File: config.mk
export PLATFORM = sky130hd
export DESIGN_NAME = vram_writer_flat
export DESIGN_NICKNAME = d
export VERILOG_FILES = /design/src/gfx_raster_pkg.sv /design/src/gfx_ifaces.sv /design/src/vram_writer.sv /design/src/flat_wrapper.sv
export VERILOG_INCLUDE_DIRS = /design/src
export SDC_FILE = /design/constraint.sdc
export NUM_CORES = 1
export LEC_CHECK = 0
export BUFFER_PORTS_ARGS = -buffer_cell sky130_fd_sc_hd__buf_2
export CORE_UTILIZATION = 35
export DETAILED_ROUTE_END_ITERATION = 12
export GPL_ROUTABILITY_DRIVEN = 0
export GPL_TIMING_DRIVEN = 0
export MAX_ROUTING_LAYER = met4
export PLACE_DENSITY = 0.68
export SYNTH_ARGS = -nofsm -noshare
export SYNTH_HDL_FRONTEND = slang
export SYNTH_SLANG_ARGS = --single-unit
File: constraint.sdc
create_clock -name clk -period 1.9 [get_ports clk]
set_input_delay 0.095 -clock clk [delete_from_list [all_inputs] [get_ports clk]]
set_output_delay 0.095 -clock clk [all_outputs]
set_load 0.05 [all_outputs]
File: src/gfx_settings.svh
/*
 * Triangle filler settings
 * Framebuffer size and command word layout
 */
`ifndef GFX_SETTINGS_SVH
`define GFX_SETTINGS_SVH

// framebuffer size in pixels
`define GFX_FB_WIDTH  32
`define GFX_FB_HEIGHT 32

// command word layout
`define GFX_CMD_BITS     32
`define GFX_OP_POS       28
`define GFX_OP_BITS      4
`define GFX_PAYLOAD_BITS 16

`endif

File: src/gfx_raster_pkg.sv
/*
 * Pixel-side types
 * Coordinates, edge values, colours, VRAM addresses and the
 * rasterizer and writer states
 */
package gfx_raster_pkg;

    // integer pixel coordinate, may be negative before clipping
    typedef logic signed [11:0] coord_t;

    // edge function result, sign tells the side of the edge
    typedef logic signed [31:0] edge_t;

    typedef logic [15:0] color_t;

    // y * width + x
    typedef logic [15:0] vram_addr_t;

    typedef enum logic [1:0] {
        RAST_IDLE,
        RAST_EVAL,
        RAST_TEST,
        RAST_FLUSH
    } rast_state_e;

    typedef enum logic {
        WR_IDLE,
        WR_CLEAR
    } wr_state_e;

endpackage

File: src/gfx_ifaces.sv
/*
 * Interfaces between the triangle filler stages
 * tri_setup_if carries a draw request, pixel_if carries pixel hits
 */


interface pixel_if;
    import gfx_raster_pkg::*;

    // no back-pressure, every valid cycle is taken
    logic   valid;
    coord_t x;
    coord_t y;
    color_t color;

    modport source (output valid, x, y, color);
    modport sink (input valid, x, y, color);
endinterface

File: src/vram_writer.sv
/*
 * VRAM writer
 * Turns pixel hits and clear sweeps into single-cycle VRAM writes
 */
`timescale 1ns/1ps
`include "gfx_settings.svh"

module vram_writer (
    input  logic                         clk,
    input  logic                         reset_i,
    pixel_if.sink                        pix,
    input  logic                         clear_start_i,
    input  gfx_raster_pkg::color_t       clear_color_i,
    output logic                         clear_done_o,
    output logic                         vram_wr_o,
    output gfx_raster_pkg::vram_addr_t   vram_addr_o,
    output gfx_raster_pkg::color_t       vram_data_o
);
    import gfx_raster_pkg::*;

    localparam vram_addr_t LAST_ADDR = vram_addr_t'(`GFX_FB_WIDTH * `GFX_FB_HEIGHT - 1);

    wr_state_e  state;
    vram_addr_t pixel_addr;

    assign pixel_addr = vram_addr_t'(pix.y) * vram_addr_t'(`GFX_FB_WIDTH)
                      + vram_addr_t'(pix.x);

    always_ff @(posedge clk) begin
        if (reset_i) begin
            state        <= WR_IDLE;
            vram_wr_o    <= 1'b0;
            clear_done_o <= 1'b0;
        end else begin
            vram_wr_o    <= 1'b0;
            clear_done_o <= 1'b0;
            case (state)
                WR_IDLE: begin
                    if (clear_start_i) begin
                        state     <= WR_CLEAR;
                        vram_wr_o <= 1'b1;
                    end else if (pix.valid) begin
                        vram_wr_o <= 1'b1;
                    end
                end
                WR_CLEAR: begin
                    if (vram_addr_o != LAST_ADDR) begin
                        vram_wr_o    <= 1'b1;
                        // done goes out together with the last write
                        clear_done_o <= (vram_addr_o == LAST_ADDR - vram_addr_t'(1));
                    end else begin
                        state <= WR_IDLE;
                    end
                end
                default: state <= WR_IDLE;
            endcase
        end
    end

    // the address register doubles as the sweep counter
    always_ff @(posedge clk) begin
        if (state == WR_CLEAR) begin
            vram_addr_o <= vram_addr_o + vram_addr_t'(1);
        end else if (clear_start_i) begin
            vram_addr_o <= '0;
            vram_data_o <= clear_color_i;
        end else if (pix.valid) begin
            vram_addr_o <= pixel_addr;
            vram_data_o <= pix.color;
        end
    end

endmodule
File: src/flat_wrapper.sv
// flat-port wrapper written by rule: the top's interface ports become plain ports
module vram_writer_flat import gfx_raster_pkg::*;
  (clk, reset_i, clear_start_i, clear_color_i, clear_done_o, vram_wr_o, vram_addr_o, vram_data_o, pix_valid, pix_x, pix_y, pix_color);
  pixel_if pix_i ();
  input  logic clk;
  input  logic reset_i;
  input  logic clear_start_i;
  input  gfx_raster_pkg::color_t clear_color_i;
  output logic clear_done_o;
  output logic vram_wr_o;
  output gfx_raster_pkg::vram_addr_t vram_addr_o;
  output gfx_raster_pkg::color_t vram_data_o;
  input wire logic [$bits(pix_i.valid)-1:0] pix_valid;
  input wire logic [$bits(pix_i.x)-1:0] pix_x;
  input wire logic [$bits(pix_i.y)-1:0] pix_y;
  input wire logic [$bits(pix_i.color)-1:0] pix_color;
  assign pix_i.valid = pix_valid;
  assign pix_i.x = pix_x;
  assign pix_i.y = pix_y;
  assign pix_i.color = pix_color;
  vram_writer u_core (.clk(clk), .reset_i(reset_i), .pix(pix_i), .clear_start_i(clear_start_i), .clear_color_i(clear_color_i), .clear_done_o(clear_done_o), .vram_wr_o(vram_wr_o), .vram_addr_o(vram_addr_o), .vram_data_o(vram_data_o));
endmodule
==> run_results.csv <==
group,metric,value,unit
outcome,outcome,"finished clean",
setup_path,slowest_stage,"or4_4",
drt,drt_wl_total,4.85,mm
setup_path,max_stage_delay,540,ps
sta,worst_pin_slew,562,ps
clocking,clkTransAtPathRegs,70,ps
logic_synthesis,netlist_top_cells_area,"edfxtp_1 45%, mux2_2 8.4%, ha_1 7.0%",
die,fp-row-count,28,
cells_and_area,diodes,0,
logic_synthesis,syn_area,2140,sq um
setup_path,cp.arrival,2070,ps
pwr,peakVddDrop,0.362,mV
clocking,worstSkewPairLatency,280,ps
sta,hold_viol_final,0,
logic_synthesis,synth_seq_cells,35,
clocking,clock_sinks,35,
setup_path,required,2080,ps
clocking,clock-root-buffer,"clkbuf_8",
logic_synthesis,syn_inst,194,
die,coreArea,5920,sq um
setup_path,crit_path_frequent_cell,"or4_4",
run,maxCapViolCount,0,
logic_synthesis,synthTopCellsByCount,"32 x edfxtp_1, 18 x nand2_1, 16 x mux2_2",
drt,drc_errors,0,
clocking,clk_path_buf_depth,2,
drt,ant_nets,0,
clocking,cts_buffers,5,
sta,whs,79.4,ps
placement,post-dp-hpwl,3.74,mm
logic_synthesis,synth-edff-count,32,
setup_path,path_cells,"or4_4 > or4_4 > o21ai_4 > and4bb_2",
clocking,cts_tree,"built",
setup_path,crit_type,"reg2reg",
drt,viasPerCell,4.84,
die,dieArea,6440,sq um
pwr,p_per_area,867,nW/um^2
setup_path,endpoint_kind,"flop",
die,num_io_pins,94,
logic_synthesis,synth_nets,267,
logic_synthesis,yosysTopAreaCell,"edfxtp_1",
grt,antenna_found_initial,0,
drt,drtPass1Iterations,4,
logic_synthesis,synthDominantCellAreaShare,0.448,
grt,first_global_vias,1654,
cells_and_area,n_fill_cell,548,
pwr,p_leak,1.31,nW
grt,grt_max_degree,17,
die,die_y,80.3,um
logic_synthesis,synth_cell_types,34,
drt,dr.first_iter.drc_count,50,
drt,route.vias.total,1839,
cells_and_area,nets,377,
grt,overflow,0,
logic_synthesis,ys_seq_area_frac,0.476,
placement,portBuffers,92,
cells_and_area,area_growth,38.6,%
die,die_width,80.3,um
die,start_util,0.362,
sta,rsz0062_at_grt,"yes",
sta,final_max_slew_viol_count,0,
setup_path,cp_max_fo,3,
sta,max_freq,531,MHz
sta,period_minus_slack,1880,ps
logic_synthesis,ys.flop_type,"edfxtp_1",
drt,wl_per_cell,12.8,um
clocking,htree_levels,2,
sta,setup_viol,0,
grt,grt_pass1_wl,7.42,mm
logic_synthesis,avgSynthCellArea,11.0,sq um
logic_synthesis,ys_warn_count,0,
sta,finalClockSkew,7.58,ps
setup_path,crit_path_start_kind,"flop",
cells_and_area,layout-drive-gt1-share,0.459,
sta,relSlewSlack,0.625,
pwr,power,2.57,mW
grt,grt_use_total,0.159,
cells_and_area,fin_util,0.502,
sta,period_share,0.991,
logic_synthesis,synthArstFlopShare,0,
logic_synthesis,synth_most_common_cell,"edfxtp_1",
worst_hold_path,hold_path_class,"in2reg",
-- report_power, final --
group	switching [mW]	internal [mW]	total (mW)	leakage (nW)
clock network	0.266	0.390	0.656	0.0581
registers	0.0696	0.961	1.03	0.358
logic	0.581	0.307	0.888	0.891
total	0.916	1.66	2.57	1.31
-- critical path, delay by kind of cell (launching register included) --
| family | cells | cell delay (ps) |
|---|---|---|
| compound gates | 1 | 150 |
| flops | 1 | 390 |
| simple gates | 3 | 1240 |
-- flip-flops by register name (all words and copies together) (netlist names) --
register             count
u_core.clear_done_o      1
u_core.state             1
u_core.vram_addr_o      16
u_core.vram_data_o      16
u_core.vram_wr_o         1
-- per-stage QoR --
| step | cell area, sq um | TNS (ps) | cells | setup WS, ps |
|---|---|---|---|---|
| 6_report | 2970 | 0 | 380 | 17.4 |
| 5_1_grt | 2970 | -30.7 | 380 | -21.6 |
| 3_5_place_dp | 2750 | -651 | 361 | -229 |
| 3_3_place_gp | 2750 | -661 | 361 | -231 |
| 4_1_cts | 2920 | -7.18 | 375 | -7.18 |
| 2_1_floorplan | 2190 | -1280 | 194 | -288 |
-- per-layer routing --
| layer | up-vias | routed length, um | global-route usage |
|---|---|---|---|
| met1 | 804 | 2120 | 0.177 |
| met5 | - | 0 | - |
| met3 | 4 | 394 | 0.0489 |
| met4 | 0 | 63 | 0.0589 |
| met2 | 88 | 2270 | 0.269 |
| li1 | 943 | - | - |
-- cells by family (layout without fill, tap and decap cells) --
| family | after synthesis | count (layout) | share of synthesized area |
|---|---|---|---|
| and+or+nand+nor | 55 | 55 | 0.127 |
| AOI/OAI and AO/OA | 41 | 41 | 0.125 |
| DFF | 35 | 35 | 0.476 |
| xor gates and xnor gates | 21 | 21 | 0.0858 |
| muxes | 16 | 16 | 0.0841 |
| adders and majority gates | 13 | 13 | 0.0794 |
| buffers and inverters | 13 | 124 | 0.0228 |
-- cell usage in the layout (no fill, tap or decap), types with 9 or more instances in the layout --
| cell | netlist | layout |
|---|---|---|
| mux2_2 | 16 | 16 |
| xnor2_1 | 9 | 9 |
| xor2_1 | 12 | 12 |
| buf_2 | 0 | 92 |
| ha_1 | 12 | 11 |
| nand3_1 | 11 | 10 |
| edfxtp_1 | 32 | 32 |
| nand2_1 | 18 | 18 |
| o21ai_0 | 15 | 15 |
| buf_4 | 0 | 10 |
-- timing repair --
action                                  4_1_cts  5_1_grt
resized for setup                             2        3
pin swaps                                     0        2
hold buffers                                  1        0
gates cloned                                  0        0
setup buffers                                 5        5
hold endpoints to repair                      2        0
endpoints found under the setup margin        4       19
-- final timing paths --
path / start / end / slack (ps) / depth (start not counted)
max: u_core.vram_addr_o[15] / u_core.clear_done_o / 20 / 4
min reg2reg: u_core.state / u_core.state / 600 / 3
max reg2reg: u_core.vram_addr_o[15] / u_core.clear_done_o / 20 / 4
min: pix_x[3] / u_core.vram_addr_o[3] / 80 / 3
-- layout make-up --
| type | count | area (sq um) | share of cell area |
|---|---|---|---|
| plain buffers | 6 | 32.5 | 0.0110 |
| clock buffers | 5 | 68.8 | 0.0232 |
| flip-flops and latches | 35 | 1020 | 0.344 |
| multi-input cells | 146 | 1140 | 0.383 |
| inverters | 7 | 26.3 | 0.00885 |
| clock inverters | 3 | 43.8 | 0.0147 |
| repair buffers | 103 | 546 | 0.184 |
| well taps | 75 | 93.8 | 0.0316 |
(Power assumes the default switching activity.)
