**config.mk**
```make
export PLATFORM = sky130hd
export DESIGN_NAME = cmd_decoder_flat
export DESIGN_NICKNAME = d
export VERILOG_FILES = /design/src/gfx_cmd_pkg.sv /design/src/gfx_raster_pkg.sv /design/src/gfx_ifaces.sv /design/src/cmd_decoder.sv /design/src/flat_wrapper.sv
export VERILOG_INCLUDE_DIRS = /design/src
export SDC_FILE = /design/constraint.sdc
export NUM_CORES = 1
export LEC_CHECK = 0
export BUFFER_PORTS_ARGS = -buffer_cell sky130_fd_sc_hd__buf_4
export CORE_MARGIN = 2
export CORE_UTILIZATION = 46
export DETAILED_ROUTE_END_ITERATION = 8
export GPL_ROUTABILITY_DRIVEN = 0
export PLACE_DENSITY = 0.85
export SLEW_MARGIN = 15
export SYNTH_ARGS = -nofsm -noshare
export SYNTH_HDL_FRONTEND = slang
export SYNTH_SLANG_ARGS = --single-unit
```
**constraint.sdc**
```tcl
create_clock -name clk -period 3 [get_ports clk]
set_clock_uncertainty 0.15 [all_clocks]
set_input_delay 0.15 -clock clk [delete_from_list [all_inputs] [get_ports clk]]
set_output_delay 0.15 -clock clk [all_outputs]
set_load 0.1 [all_outputs]
```
**src/gfx_settings.svh**
```systemverilog
/*
 * Triangle filler settings
 * Framebuffer size and command word layout
 */
`ifndef GFX_SETTINGS_SVH
`define GFX_SETTINGS_SVH

// framebuffer size in pixels
`define GFX_FB_WIDTH  32
`define GFX_FB_HEIGHT 32

// command word layout
`define GFX_CMD_BITS     32
`define GFX_OP_POS       28
`define GFX_OP_BITS      4
`define GFX_PAYLOAD_BITS 16

`endif

```
**src/gfx_cmd_pkg.sv**
```systemverilog
/*
 * Command-side types
 * Opcodes, command word fields and the decoder state
 */
`include "gfx_settings.svh"

package gfx_cmd_pkg;

    typedef logic [`GFX_CMD_BITS-1:0]     cmd_word_t;
    typedef logic [`GFX_PAYLOAD_BITS-1:0] payload_t;

    // values outside this list are ignored by the decoder
    typedef enum logic [`GFX_OP_BITS-1:0] {
        SET_X0    = 4'd0,
        SET_Y0    = 4'd1,
        SET_X1    = 4'd2,
        SET_Y1    = 4'd3,
        SET_X2    = 4'd4,
        SET_Y2    = 4'd5,
        SET_COLOR = 4'd6,
        CLEAR     = 4'd7,
        DRAW      = 4'd8,
        SWAP      = 4'd9
    } opcode_e;

    typedef enum logic {
        DEC_IDLE,
        DEC_BUSY
    } dec_state_e;

endpackage

```
**src/gfx_raster_pkg.sv**
```systemverilog
/*
 * Pixel-side types
 * Coordinates, edge values, colours, VRAM addresses and the
 * rasterizer and writer states
 */
package gfx_raster_pkg;

    // integer pixel coordinate, may be negative before clipping
    typedef logic signed [11:0] coord_t;

    // edge function result, sign tells the side of the edge
    typedef logic signed [31:0] edge_t;

    typedef logic [15:0] color_t;

    // y * width + x
    typedef logic [15:0] vram_addr_t;

    typedef enum logic [1:0] {
        RAST_IDLE,
        RAST_EVAL,
        RAST_TEST,
        RAST_FLUSH
    } rast_state_e;

    typedef enum logic {
        WR_IDLE,
        WR_CLEAR
    } wr_state_e;

endpackage

```
**src/gfx_ifaces.sv**
```systemverilog
/*
 * Interfaces between the triangle filler stages
 * tri_setup_if carries a draw request, pixel_if carries pixel hits
 */
`timescale 1ns/1ps

interface tri_setup_if;
    import gfx_raster_pkg::*;

    logic   start;
    logic   done;
    // held stable from start until done
    coord_t x0, y0, x1, y1, x2, y2;
    color_t color;

    modport decoder (output start, x0, y0, x1, y1, x2, y2, color, input done);
    modport raster (input start, x0, y0, x1, y1, x2, y2, color, output done);
endinterface


```
**src/cmd_decoder.sv**
```systemverilog
/*
 * Command decoder
 * Accepts command words, holds vertex and colour registers and
 * launches draw, clear and swap
 */
`timescale 1ns/1ps
`include "gfx_settings.svh"

module cmd_decoder (
    input  logic                     clk,
    input  logic                     reset_i,
    input  logic                     cmd_valid_i,
    input  gfx_cmd_pkg::cmd_word_t   cmd_data_i,
    output logic                     cmd_ready_o,
    output logic                     swap_o,
    tri_setup_if.decoder             setup,
    output logic                     clear_start_o,
    output gfx_raster_pkg::color_t   clear_color_o,
    input  logic                     clear_done_i
);
    import gfx_cmd_pkg::*;

    dec_state_e state;
    opcode_e    op;
    payload_t   payload;
    logic       accept;

    assign op          = opcode_e'(cmd_data_i[`GFX_OP_POS +: `GFX_OP_BITS]);
    assign payload     = cmd_data_i[`GFX_PAYLOAD_BITS-1:0];
    assign cmd_ready_o = (state == DEC_IDLE);
    assign accept      = cmd_valid_i && cmd_ready_o;

    always_ff @(posedge clk) begin
        if (reset_i) begin
            state         <= DEC_IDLE;
            setup.start   <= 1'b0;
            clear_start_o <= 1'b0;
            swap_o        <= 1'b0;
        end else begin
            setup.start   <= 1'b0;
            clear_start_o <= 1'b0;
            swap_o        <= 1'b0;
            case (state)
                DEC_IDLE: begin
                    if (accept) begin
                        case (op)
                            CLEAR: begin
                                clear_start_o <= 1'b1;
                                state         <= DEC_BUSY;
                            end
                            DRAW: begin
                                setup.start <= 1'b1;
                                state       <= DEC_BUSY;
                            end
                            SWAP:    swap_o <= 1'b1;
                            default: ;
                        endcase
                    end
                end
                // only one of the two engines runs at a time
                DEC_BUSY: begin
                    if (setup.done || clear_done_i)
                        state <= DEC_IDLE;
                end
                default: state <= DEC_IDLE;
            endcase
        end
    end

    // vertex and colour registers, only written while idle
    always_ff @(posedge clk) begin
        if (accept) begin
            case (op)
                SET_X0:    setup.x0 <= payload[11:0];
                SET_Y0:    setup.y0 <= payload[11:0];
                SET_X1:    setup.x1 <= payload[11:0];
                SET_Y1:    setup.y1 <= payload[11:0];
                SET_X2:    setup.x2 <= payload[11:0];
                SET_Y2:    setup.y2 <= payload[11:0];
                SET_COLOR: setup.color <= payload;
                CLEAR:     clear_color_o <= payload;
                default:   ;
            endcase
        end
    end

endmodule

```
**src/flat_wrapper.sv**
```systemverilog
// flat-port wrapper written by rule: the top's interface ports become plain ports
module cmd_decoder_flat import gfx_cmd_pkg::*;
  (clk, reset_i, cmd_valid_i, cmd_data_i, cmd_ready_o, swap_o, clear_start_o, clear_color_o, clear_done_i, setup_start, setup_x0, setup_y0, setup_x1, setup_y1, setup_x2, setup_y2, setup_color, setup_done);
  tri_setup_if setup_i ();
  input  logic clk;
  input  logic reset_i;
  input  logic cmd_valid_i;
  input  gfx_cmd_pkg::cmd_word_t cmd_data_i;
  output logic cmd_ready_o;
  output logic swap_o;
  output logic clear_start_o;
  output gfx_raster_pkg::color_t clear_color_o;
  input  logic clear_done_i;
  output wire logic [$bits(setup_i.start)-1:0] setup_start;
  output wire logic [$bits(setup_i.x0)-1:0] setup_x0;
  output wire logic [$bits(setup_i.y0)-1:0] setup_y0;
  output wire logic [$bits(setup_i.x1)-1:0] setup_x1;
  output wire logic [$bits(setup_i.y1)-1:0] setup_y1;
  output wire logic [$bits(setup_i.x2)-1:0] setup_x2;
  output wire logic [$bits(setup_i.y2)-1:0] setup_y2;
  output wire logic [$bits(setup_i.color)-1:0] setup_color;
  input wire logic [$bits(setup_i.done)-1:0] setup_done;
  assign setup_start = setup_i.start;
  assign setup_x0 = setup_i.x0;
  assign setup_y0 = setup_i.y0;
  assign setup_x1 = setup_i.x1;
  assign setup_y1 = setup_i.y1;
  assign setup_x2 = setup_i.x2;
  assign setup_y2 = setup_i.y2;
  assign setup_color = setup_i.color;
  assign setup_i.done = setup_done;
  cmd_decoder u_core (.clk(clk), .reset_i(reset_i), .cmd_valid_i(cmd_valid_i), .cmd_data_i(cmd_data_i), .cmd_ready_o(cmd_ready_o), .swap_o(swap_o), .setup(setup_i), .clear_start_o(clear_start_o), .clear_color_o(clear_color_o), .clear_done_i(clear_done_i));
endmodule
```
==> flow_summary.ini <==
[timing]
post-route-period-util_pct = 68.8
hold_viol = 0
max_clock_freq_mhz = 484
worst_pin_slew_ns = 0.595
drv_slew = 0
fin_crit_ns = 2.06
rsz0062_at_grt = no
final-setup-viol-count = 0
finalSetupTns_ns = 0
slew_headroom_pct = 60.1

[floorplan]
start_util_pct = 46.8
core-area_um2 = 7140
die_area_um2 = 7960
fp.dieW_um = 89.2
core.rowCount = 31
die_h_um = 89.2
io_pins = 145

[placed_design]
place_area_um2 = 4560
dpl.hpwl_mm = 5.01
io_buffers = 132

[finish]
fillers = 477
final_nets = 344
register_area_um2 = 3200
multi_input_area_um2 = 148
syn_to_final_growth_pct = 49.2
final_util_pct = 69.8
num_antenna_cells = 0
final_cell_area_um2 = 4980
drive_gt1_share_pct = 52.7

[route]
drt-pass1-iter-count = 4
routedWlPerCell_um = 18.5
ant_nets = 0
num_vias = 1933
drtIter0Drc = 59
vias_per_cell = 4.71
wl_mm = 7.59
drc = 0

[power_and_ir_drop]
swShare_pct = 22.1
power.density_nw_per_um2 = 567
p_seq_share_pct = 59.2
combPwrFrac_pct = 7.8
p_sw_mw = 0.624
static-leakage-power_nw = 1.91
vdd_drop_max_mv = 0.307
intPower_mw = 2.20
clkPwrFrac_pct = 33.0

[clock_network]
ctsRootBufferMaster = clkbuf_8
clock_path_buffers = 2
cts_tree = built
post_cts_buffers = 0
cts-buffers-inserted = 9
numClockSinks = 108
h-tree-depth = 3
path_clk_slew_ns = 0.10
clkLatencyLatePin_ns = 0.36

[global_routing]
antenna_found_initial = 0
overflow = 0
grt_max_degree = 18
grt_pass1_wl_mm = 10.2
track_usage_pct = 18.2
grt_pass1_vias = 1904

[yosys]
synth_warnings = 0
synth_area_um2 = 3340
synth_nets = 168
synth_cell_type_count = 14
synth.avg_cell_area_um2 = 25.5
synthCells = 131
yosys_register_bits = 108
yosysSeqAreaShare_pct = 95.9

[setup_path]
end_kind = flop
critPathRequiredTime_ns = 2.91
crit_path_end = u_core.setup.y1[5]
rr_endpoint = u_core.setup.y1[5]
r2r_slack_ns = 0.94
arrival_ns = 1.98
reg2reg_depth = 4
crit_fanout = 7
critPathKind = in2reg
worstSetupStartpoint = cmd_data_i[30]
startpoint_type = input pin
r2r-start = u_core.state

[worst_hold_path]
hp-class = in2reg

[run_status]
status = finished, final reports clean

[flow_run]
maxCapViolCount = 0
-- metrics by stage --
step	total power [mW]	hold WS (ns)	cells	worst slack, ns
2_1_floorplan	1.83	0.0678	131	0.766
3_3_place_gp	1.90	0.191	374	0.984
3_5_place_dp	1.91	0.191	374	0.950
4_1_cts	2.84	0.00877	410	0.938
5_1_grt	2.90	0.0223	410	0.866
6_report	2.83	0.0140	410	0.936
-- cell usage after synthesis (all sizes together) --
cell type  number  share of area, %
nor4b           1              0.26
nor2            8              0.90
inv             1              0.11
nand4bb         1              0.34
or4b            1              0.41
nand2           1              0.11
edfxtp        104                94
nor4            1              0.19
nor3            4              0.75
or3             1              0.19
nand2b          3              0.56
a211o           1              0.26
dfxtp           4               2.4
-- critical path, stage by stage --
cell           delay (ns)
dlygate4sd3_1        0.54
buf_4                0.14
or3_1                0.42
nor2_1               0.45
buf_4                0.27
-- timing repair --
item                                   CTS  global route
hold buffers                            21             0
gates resized for setup                  0             0
endpoints found under the hold margin  107             0
-- worst min path at each step --
| stage | start | end | depth (start not counted) |
|---|---|---|---|
| floorplan | cmd_data_i[28] | u_core.setup.start | 1 |
| global placement | cmd_data_i[13] | u_core.setup.color[13] | 1 |
| detailed placement | cmd_data_i[12] | u_core.clear_color_o[12] | 1 |
| CTS | setup_done | u_core.state | 3 |
| global route | setup_done | u_core.state | 3 |
| finish | setup_done | u_core.state | 3 |
-- sequential cells by signal (all words and copies together), names as in the netlist --
name,flops
u_core.clear_color_o,16
u_core.clear_start_o,1
u_core.setup.color,16
u_core.setup.start,1
u_core.setup.x0,12
u_core.setup.x1,12
u_core.setup.x2,12
u_core.setup.y0,12
u_core.setup.y1,12
u_core.setup.y2,12
u_core.state,1
u_core.swap_o,1
-- power groups by stage --
| stage | Clock (mW) | Sequential [mW] | Combinational [mW] |
|---|---|---|---|
| after floorplan | 0 | 1.81 | 0.0157 |
| after CTS | 0.949 | 1.67 | 0.222 |
| final | 0.932 | 1.67 | 0.221 |
| after global routing | 0.997 | 1.67 | 0.230 |
| after detailed placement | 0 | 1.71 | 0.201 |
| after global placement | 0 | 1.71 | 0.197 |
-- area by class of cell --
| cell class | count | share of cell area (%) |
|---|---|---|
| Clock buffer | 10 | 2.56 |
| Tap cell | 99 | 2.49 |
| Inverter | 1 | 0.0753 |
| Sequential cell | 108 | 64.3 |
| Timing Repair Buffer | 165 | 25.9 |
| Clock inverter | 5 | 1.73 |
| Multi-Input combinational cell | 22 | 2.96 |
-- cells by family (layout without fill, tap and decap cells) --
| kind of cell | Yosys count | count (layout) | share of synthesized area [%] |
|---|---|---|---|
| AOI/OAI and AO/OA | 1 | 1 | 0.262 |
| and+or+nand+nor | 21 | 21 | 3.71 |
| DFF | 108 | 108 | 95.9 |
| buffers and inverters | 1 | 181 | 0.112 |
-- per-layer routing --
metal,vias up,part of all wire [%],track usage (%)
li1,866,-,-
met1,969,39,21.7
met2,90,52,31.4
met3,8,7.8,5.45
met4,0,1.1,6.92
met5,-,0,0
-- placed cells by master, fill, tap and decap left out --
cell,instances
clkinvlp_4,2
or3_1,1
edfxtp_1,104
nor4_1,1
nor2_2,2
dlygate4sd3_1,21
or4b_4,1
nor3_1,1
clkbuf_8,9
bufinv_16,2
nand4bb_1,1
inv_8,1
dfxtp_1,4
nand2_1,1
nor2_1,6
a211o_1,1
clkbuf_1,1
nor4b_1,1
inv_1,1
nor3_2,3
buf_4,144
nand2b_1,3
Power figures use the tool's default switching activity.
