<file path="config.mk">
export PLATFORM = sky130hd
export DESIGN_NAME = tri_rasterizer_flat
export DESIGN_NICKNAME = d
export VERILOG_FILES = /design/src/gfx_raster_pkg.sv /design/src/gfx_ifaces.sv /design/src/tri_rasterizer.sv /design/src/flat_wrapper.sv
export VERILOG_INCLUDE_DIRS = /design/src
export SDC_FILE = /design/constraint.sdc
export NUM_CORES = 2
export LEC_CHECK = 0
export BUFFER_PORTS_ARGS = -buffer_cell sky130_fd_sc_hd__buf_2
export CAP_MARGIN = 20
export CORE_UTILIZATION = 65
export DETAILED_ROUTE_END_ITERATION = 10
export PLACE_DENSITY_LB_ADDON = 0.25
export SLEW_MARGIN = 30
export SYNTH_ARGS = -nofsm -noshare
export SYNTH_HDL_FRONTEND = slang
export SYNTH_SLANG_ARGS = --single-unit
</file>
<file path="constraint.sdc">
create_clock -name clk -period 14.5 [get_ports clk]
set_clock_uncertainty 0.05 [all_clocks]
set_input_delay 1.45 -clock clk [delete_from_list [all_inputs] [get_ports clk]]
set_output_delay 1.45 -clock clk [all_outputs]
set_load 0.1 [all_outputs]
</file>
<file path="src/gfx_settings.svh">
/*
 * Triangle filler settings
 * Framebuffer size and command word layout
 */
`ifndef GFX_SETTINGS_SVH
`define GFX_SETTINGS_SVH

// framebuffer size in pixels
`define GFX_FB_WIDTH  32
`define GFX_FB_HEIGHT 32

// command word layout
`define GFX_CMD_BITS     32
`define GFX_OP_POS       28
`define GFX_OP_BITS      4
`define GFX_PAYLOAD_BITS 16

`endif

</file>
<file path="src/gfx_raster_pkg.sv">
/*
 * Pixel-side types
 * Coordinates, edge values, colours, VRAM addresses and the
 * rasterizer and writer states
 */
package gfx_raster_pkg;

    // integer pixel coordinate, may be negative before clipping
    typedef logic signed [11:0] coord_t;

    // edge function result, sign tells the side of the edge
    typedef logic signed [31:0] edge_t;

    typedef logic [15:0] color_t;

    // y * width + x
    typedef logic [15:0] vram_addr_t;

    typedef enum logic [1:0] {
        RAST_IDLE,
        RAST_EVAL,
        RAST_TEST,
        RAST_FLUSH
    } rast_state_e;

    typedef enum logic {
        WR_IDLE,
        WR_CLEAR
    } wr_state_e;

endpackage

</file>
<file path="src/gfx_ifaces.sv">
/*
 * Interfaces between the triangle filler stages
 * tri_setup_if carries a draw request, pixel_if carries pixel hits
 */
`timescale 1ns/1ps

interface tri_setup_if;
    import gfx_raster_pkg::*;

    logic   start;
    logic   done;
    // held stable from start until done
    coord_t x0, y0, x1, y1, x2, y2;
    color_t color;

    modport decoder (output start, x0, y0, x1, y1, x2, y2, color, input done);
    modport raster (input start, x0, y0, x1, y1, x2, y2, color, output done);
endinterface

interface pixel_if;
    import gfx_raster_pkg::*;

    // no back-pressure, every valid cycle is taken
    logic   valid;
    coord_t x;
    coord_t y;
    color_t color;

    modport source (output valid, x, y, color);
    modport sink (input valid, x, y, color);
endinterface

</file>
<file path="src/tri_rasterizer.sv">
/*
 * Triangle rasterizer
 * Clips the bounding box, scans it and emits pixels that pass
 * all three edge tests, two cycles per pixel
 */
`timescale 1ns/1ps
`include "gfx_settings.svh"

module tri_rasterizer (
    input  logic         clk,
    input  logic         reset_i,
    tri_setup_if.raster  setup,
    pixel_if.source      pix
);
    import gfx_raster_pkg::*;

    localparam coord_t LAST_X = coord_t'(`GFX_FB_WIDTH - 1);
    localparam coord_t LAST_Y = coord_t'(`GFX_FB_HEIGHT - 1);

    rast_state_e state;
    coord_t      box_x0, box_y0, box_x1, box_y1;
    coord_t      min_x, max_x, max_y;
    coord_t      px, py;
    edge_t       w0, w1, w2;
    logic        box_empty;
    logic        hit;
    logic        last;

    function automatic coord_t min2(input coord_t a, input coord_t b);
        return (a < b) ? a : b;
    endfunction

    function automatic coord_t max2(input coord_t a, input coord_t b);
        return (a > b) ? a : b;
    endfunction

    // edge from a to b evaluated at q
    function automatic edge_t edge_fn(input coord_t ax, input coord_t ay,
                                      input coord_t bx, input coord_t by,
                                      input coord_t qx, input coord_t qy);
        return (edge_t'(qx) - edge_t'(ax)) * (edge_t'(by) - edge_t'(ay))
             - (edge_t'(qy) - edge_t'(ay)) * (edge_t'(bx) - edge_t'(ax));
    endfunction

    // vertex bounding box clipped to the framebuffer
    assign box_x0 = max2(min2(min2(setup.x0, setup.x1), setup.x2), coord_t'(0));
    assign box_y0 = max2(min2(min2(setup.y0, setup.y1), setup.y2), coord_t'(0));
    assign box_x1 = min2(max2(max2(setup.x0, setup.x1), setup.x2), LAST_X);
    assign box_y1 = min2(max2(max2(setup.y0, setup.y1), setup.y2), LAST_Y);
    assign box_empty = (box_x0 > box_x1) || (box_y0 > box_y1);

    assign hit  = (w0 >= 0) && (w1 >= 0) && (w2 >= 0);
    assign last = (px == max_x) && (py == max_y);

    always_ff @(posedge clk) begin
        if (reset_i) begin
            state      <= RAST_IDLE;
            setup.done <= 1'b0;
            pix.valid  <= 1'b0;
        end else begin
            setup.done <= 1'b0;
            pix.valid  <= 1'b0;
            case (state)
                RAST_IDLE: begin
                    if (setup.start) begin
                        if (box_empty)
                            setup.done <= 1'b1;
                        else
                            state <= RAST_EVAL;
                    end
                end
                RAST_EVAL: state <= RAST_TEST;
                RAST_TEST: begin
                    pix.valid <= hit;
                    state     <= last ? RAST_FLUSH : RAST_EVAL;
                end
                // one extra cycle so the writer has put out the last pixel
                RAST_FLUSH: begin
                    setup.done <= 1'b1;
                    state      <= RAST_IDLE;
                end
                default: state <= RAST_IDLE;
            endcase
        end
    end

    always_ff @(posedge clk) begin
        case (state)
            RAST_IDLE: begin
                if (setup.start) begin
                    min_x <= box_x0;
                    max_x <= box_x1;
                    max_y <= box_y1;
                    px    <= box_x0;
                    py    <= box_y0;
                end
            end
            RAST_EVAL: begin
                w0 <= edge_fn(setup.x1, setup.y1, setup.x2, setup.y2, px, py);
                w1 <= edge_fn(setup.x2, setup.y2, setup.x0, setup.y0, px, py);
                w2 <= edge_fn(setup.x0, setup.y0, setup.x1, setup.y1, px, py);
            end
            RAST_TEST: begin
                pix.x     <= px;
                pix.y     <= py;
                pix.color <= setup.color;
                if (px == max_x) begin
                    px <= min_x;
                    py <= py + coord_t'(1);
                end else begin
                    px <= px + coord_t'(1);
                end
            end
            default: ;
        endcase
    end

endmodule

</file>
<file path="src/flat_wrapper.sv">
// flat-port wrapper written by rule: the top's interface ports become plain ports
module tri_rasterizer_flat import gfx_raster_pkg::*;
  (clk, reset_i, setup_start, setup_x0, setup_y0, setup_x1, setup_y1, setup_x2, setup_y2, setup_color, setup_done, pix_valid, pix_x, pix_y, pix_color);
  tri_setup_if setup_i ();
  pixel_if pix_i ();
  input  logic clk;
  input  logic reset_i;
  input wire logic [$bits(setup_i.start)-1:0] setup_start;
  input wire logic [$bits(setup_i.x0)-1:0] setup_x0;
  input wire logic [$bits(setup_i.y0)-1:0] setup_y0;
  input wire logic [$bits(setup_i.x1)-1:0] setup_x1;
  input wire logic [$bits(setup_i.y1)-1:0] setup_y1;
  input wire logic [$bits(setup_i.x2)-1:0] setup_x2;
  input wire logic [$bits(setup_i.y2)-1:0] setup_y2;
  input wire logic [$bits(setup_i.color)-1:0] setup_color;
  output wire logic [$bits(setup_i.done)-1:0] setup_done;
  output wire logic [$bits(pix_i.valid)-1:0] pix_valid;
  output wire logic [$bits(pix_i.x)-1:0] pix_x;
  output wire logic [$bits(pix_i.y)-1:0] pix_y;
  output wire logic [$bits(pix_i.color)-1:0] pix_color;
  assign setup_i.start = setup_start;
  assign setup_i.x0 = setup_x0;
  assign setup_i.y0 = setup_y0;
  assign setup_i.x1 = setup_x1;
  assign setup_i.y1 = setup_y1;
  assign setup_i.x2 = setup_x2;
  assign setup_i.y2 = setup_y2;
  assign setup_i.color = setup_color;
  assign setup_done = setup_i.done;
  assign pix_valid = pix_i.valid;
  assign pix_x = pix_i.x;
  assign pix_y = pix_i.y;
  assign pix_color = pix_i.color;
  tri_rasterizer u_core (.clk(clk), .reset_i(reset_i), .setup(setup_i), .pix(pix_i));
endmodule
</file>
==> key figures <==
Status
  • Outcome: finished, final reports clean

Routing
  • Vias: 41100
  • Initial DRC count: 3697
  • Pre-antenna DRT Iters: 6
  • Remaining DRCs: 0
  • Drt total wl: 152000 microns
  • Drt wl/cell: 21.8 microns
  • Via density: 5.88
  • Routed Antenna Nets: 0

Global routing
  • Initial antenna violation count: 19
  • Vias in the first global route: 44000
  • GR Overflow Total: 0
  • Global-route wire length before repair: 243000 microns
  • GRT Overall Usage: 37.7%
  • Largest net degree at the start of global routing: 39

Placed design
  • Placed cell count: 6947
  • RePlAce Congestion: 1.10
  • Post-DP HPWL: 130000 microns
  • I/O Buffers: 132

CTS
  • CTS Hold Buffers Added: 0
  • Inserted Clock Buffers: 9
  • CTS tree: built
  • CTS max path bufs: 2
  • CTS H-Tree Depth: 3
  • # Post-CTS Setup Buffers: 0
  • CTS sink cnt: 107
  • CTS root buf: clkbuf_16
  • CTS clock-pin slew for the worst setup and hold paths: 0.09 ns
  • # resized after CTS: 0
  • Skew-Pair Late Insertion Delay: 0.39 ns

Worst hold path
  • Worst hold path type: flop to flop

Critical path
  • Slowest CP cell: fa_1
  • Worst setup path category: input port to flop
  • Critical Path RT: 14.66 ns
  • Worst Setup End Kind: flop
  • Worst path bufs/invs: 4
  • Top cell by count, worst path: fa_1
  • CP Max Fanout: 12
  • CP Data Arrival Time: 10.79 ns
  • Max stage delay on crit path: 0.60 ns
  • Delay-heaviest family, CP: adder cells
  • Startpoint Class: input port

Floorplan
  • Die X: 290 microns
  • Die area: 84000 sq um
  • Initial Utilization: 65.7%
  • Die height: 290 microns
  • Core box area: 82000 sq um
  • Site Rows: 105
  • # IOs: 133

Logic synthesis
  • Most frequent cells after synthesis: inv_1 (1392), fa_1 (1236), ha_1 (594)
  • EDFF count, synth: 103
  • Largest area contributor in the netlist: fa_1
  • Post-synthesis xor/xnor area fraction: 2.76%
  • Count leader, synth: inv_1
  • Ys async rst share: 0%
  • Mapped Cells: 5817
  • Post-synthesis compound-gate area fraction: 6.95%
  • Sequential cell area fraction in the yosys report: 5.89%
  • Mux share of post-synthesis cell area: 0.774%
  • Post-synth cell types: 78
  • Ys flop type: edfxtp_1
  • Top-area cell type share of the netlist area: 45.9%
  • Yosys warns: 0
  • Post-synthesis simple-gate area fraction: 12.9%
  • Largest family of logic cells by synthesized area: adder cells
  • Post-synthesis adder-cell area fraction: 59.7%
  • Top post-synthesis cells by area: fa_1 (46%), ha_1 (14%), inv_1 (9.7%)
  • Avg Cell Area, Syn: 9.26 sq um
  • Syn Std Cell Area: 53900 sq um
  • Flops & latches, synth: 107

Timing
  • Worst-Margin Slew: 1.14 ns
  • Fin crit share: 73.3%
  • Max_slew headroom: 23.5%
  • Slew Viols, Final: 0
  • Setup violators final: 0
  • Fmax: 0.0941 GHz
  • Crit path time final: 10.63 ns
  • Final Hold Fails: 0
  • Setup tns final: 0 ns
  • RSZ-0062 raised after global routing: false

Layout
  • Final non-filler cell total: 6981
  • Layout area overhead: 5.11%
  • Nets: 7809
  • Layout cells sized above 1: 6.35%

Run
  • Max Cap Viol: 0
-- final timing paths --
kind | startpoint | end | slack, ns | cells after the start
worst min-delay path | u_core.w1[31] | u_core.pix.valid | 0.47 | 1
worst max register to register | u_core.py[0] | u_core.w2[31] | 4.32 | 32
worst max-delay path | setup_y2[0] | u_core.w1[31] | 3.87 | 30
worst min register to register | u_core.w1[31] | u_core.pix.valid | 0.47 | 1
-- worst register-to-register path, delay by kind of cell (launching register included) --
family	cells	cell delay [ns]
xor gates and xnor gates	1	0.48
AOI/OAI and AO/OA	12	3.36
DFF	1	0.54
and+or+nand+nor	4	0.67
buffers and inverters	5	0.50
adders and majority gates	10	4.39
-- per-stage QoR --
| stage | hold slack (ns) | area (sq um) | setup slack, ns | util (%) |
|---|---|---|---|---|
| 6_report | 0.469 | 56600 | 3.87 | 69.0 |
| 5_1_grt | 0.472 | 56600 | 3.25 | 69.0 |
| 2_1_floorplan | 0.340 | 53900 | 4.84 | - |
| 3_5_place_dp | 0.450 | 56100 | 3.34 | 68.5 |
| 4_1_cts | 0.467 | 56500 | 3.67 | 68.9 |
| 3_3_place_gp | 0.451 | 56100 | 3.71 | 68.4 |
-- final cells by class --
cell class / instances / area, sq um
Multi-Input combinational cell: 4142 / 45100
Fill cell: 6499 / 25400
Inverter: 1393 / 5230
Sequential cell: 107 / 3170
Timing Repair Buffer: 235 / 1430
Tap cell: 1070 / 1340
Clock buffer: 9 / 225
Clock inverter: 7 / 91.3
Antenna cell: 18 / 45.0
-- registers in the layout, indices dropped and copies added (netlist names) --
signal             cells
u_core.pix.valid       1
u_core.w1              1
u_core.pix.x          12
u_core.max_x          12
u_core.w0              1
u_core.px             12
u_core.max_y          12
u_core.pix.y          12
u_core.state           2
u_core.setup.done      1
u_core.w2              1
u_core.py             12
u_core.min_x          12
u_core.pix.color      16
-- kinds of logic after synthesis --
family | after synthesis
AOI/OAI and AO/OA | 570
muxes | 39
DFF | 107
buffers and inverters | 1570
and+or+nand+nor | 1530
adders and majority gates | 1830
other | 1
xor gates and xnor gates | 170
-- cells in the final DEF (no fill, tap or decap), types with 23 or more instances in the layout --
cell type and n:
nand2b_1 98, nand4_1 23, and2_1 41, edfxtp_1 103, o21a_1 61, nand2_1 515, o21ai_0 168, inv_1 1392
xor2_1 60, buf_4 103, o21bai_1 29, nor2b_1 85, buf_2 132, nor2_1 492, nand3_1 75, nor3_1 70
or2_2 44, ha_1 593, xnor2_1 89, fa_1 1236, a211oi_1 30, a21o_1 32, a21oi_1 118
-- metal layers --
metal	track usage, %	wire length [microns]	vias to the layer above
met3	6.96	15800	485
met2	59.9	69700	2056
met1	49.8	57300	20600
met4	19.7	9460	10
met5	0	57	-
li1	-	-	17900
Power is not shown: default switching activity piles up to over one toggle a cycle in this logic, so the estimate is an artifact.
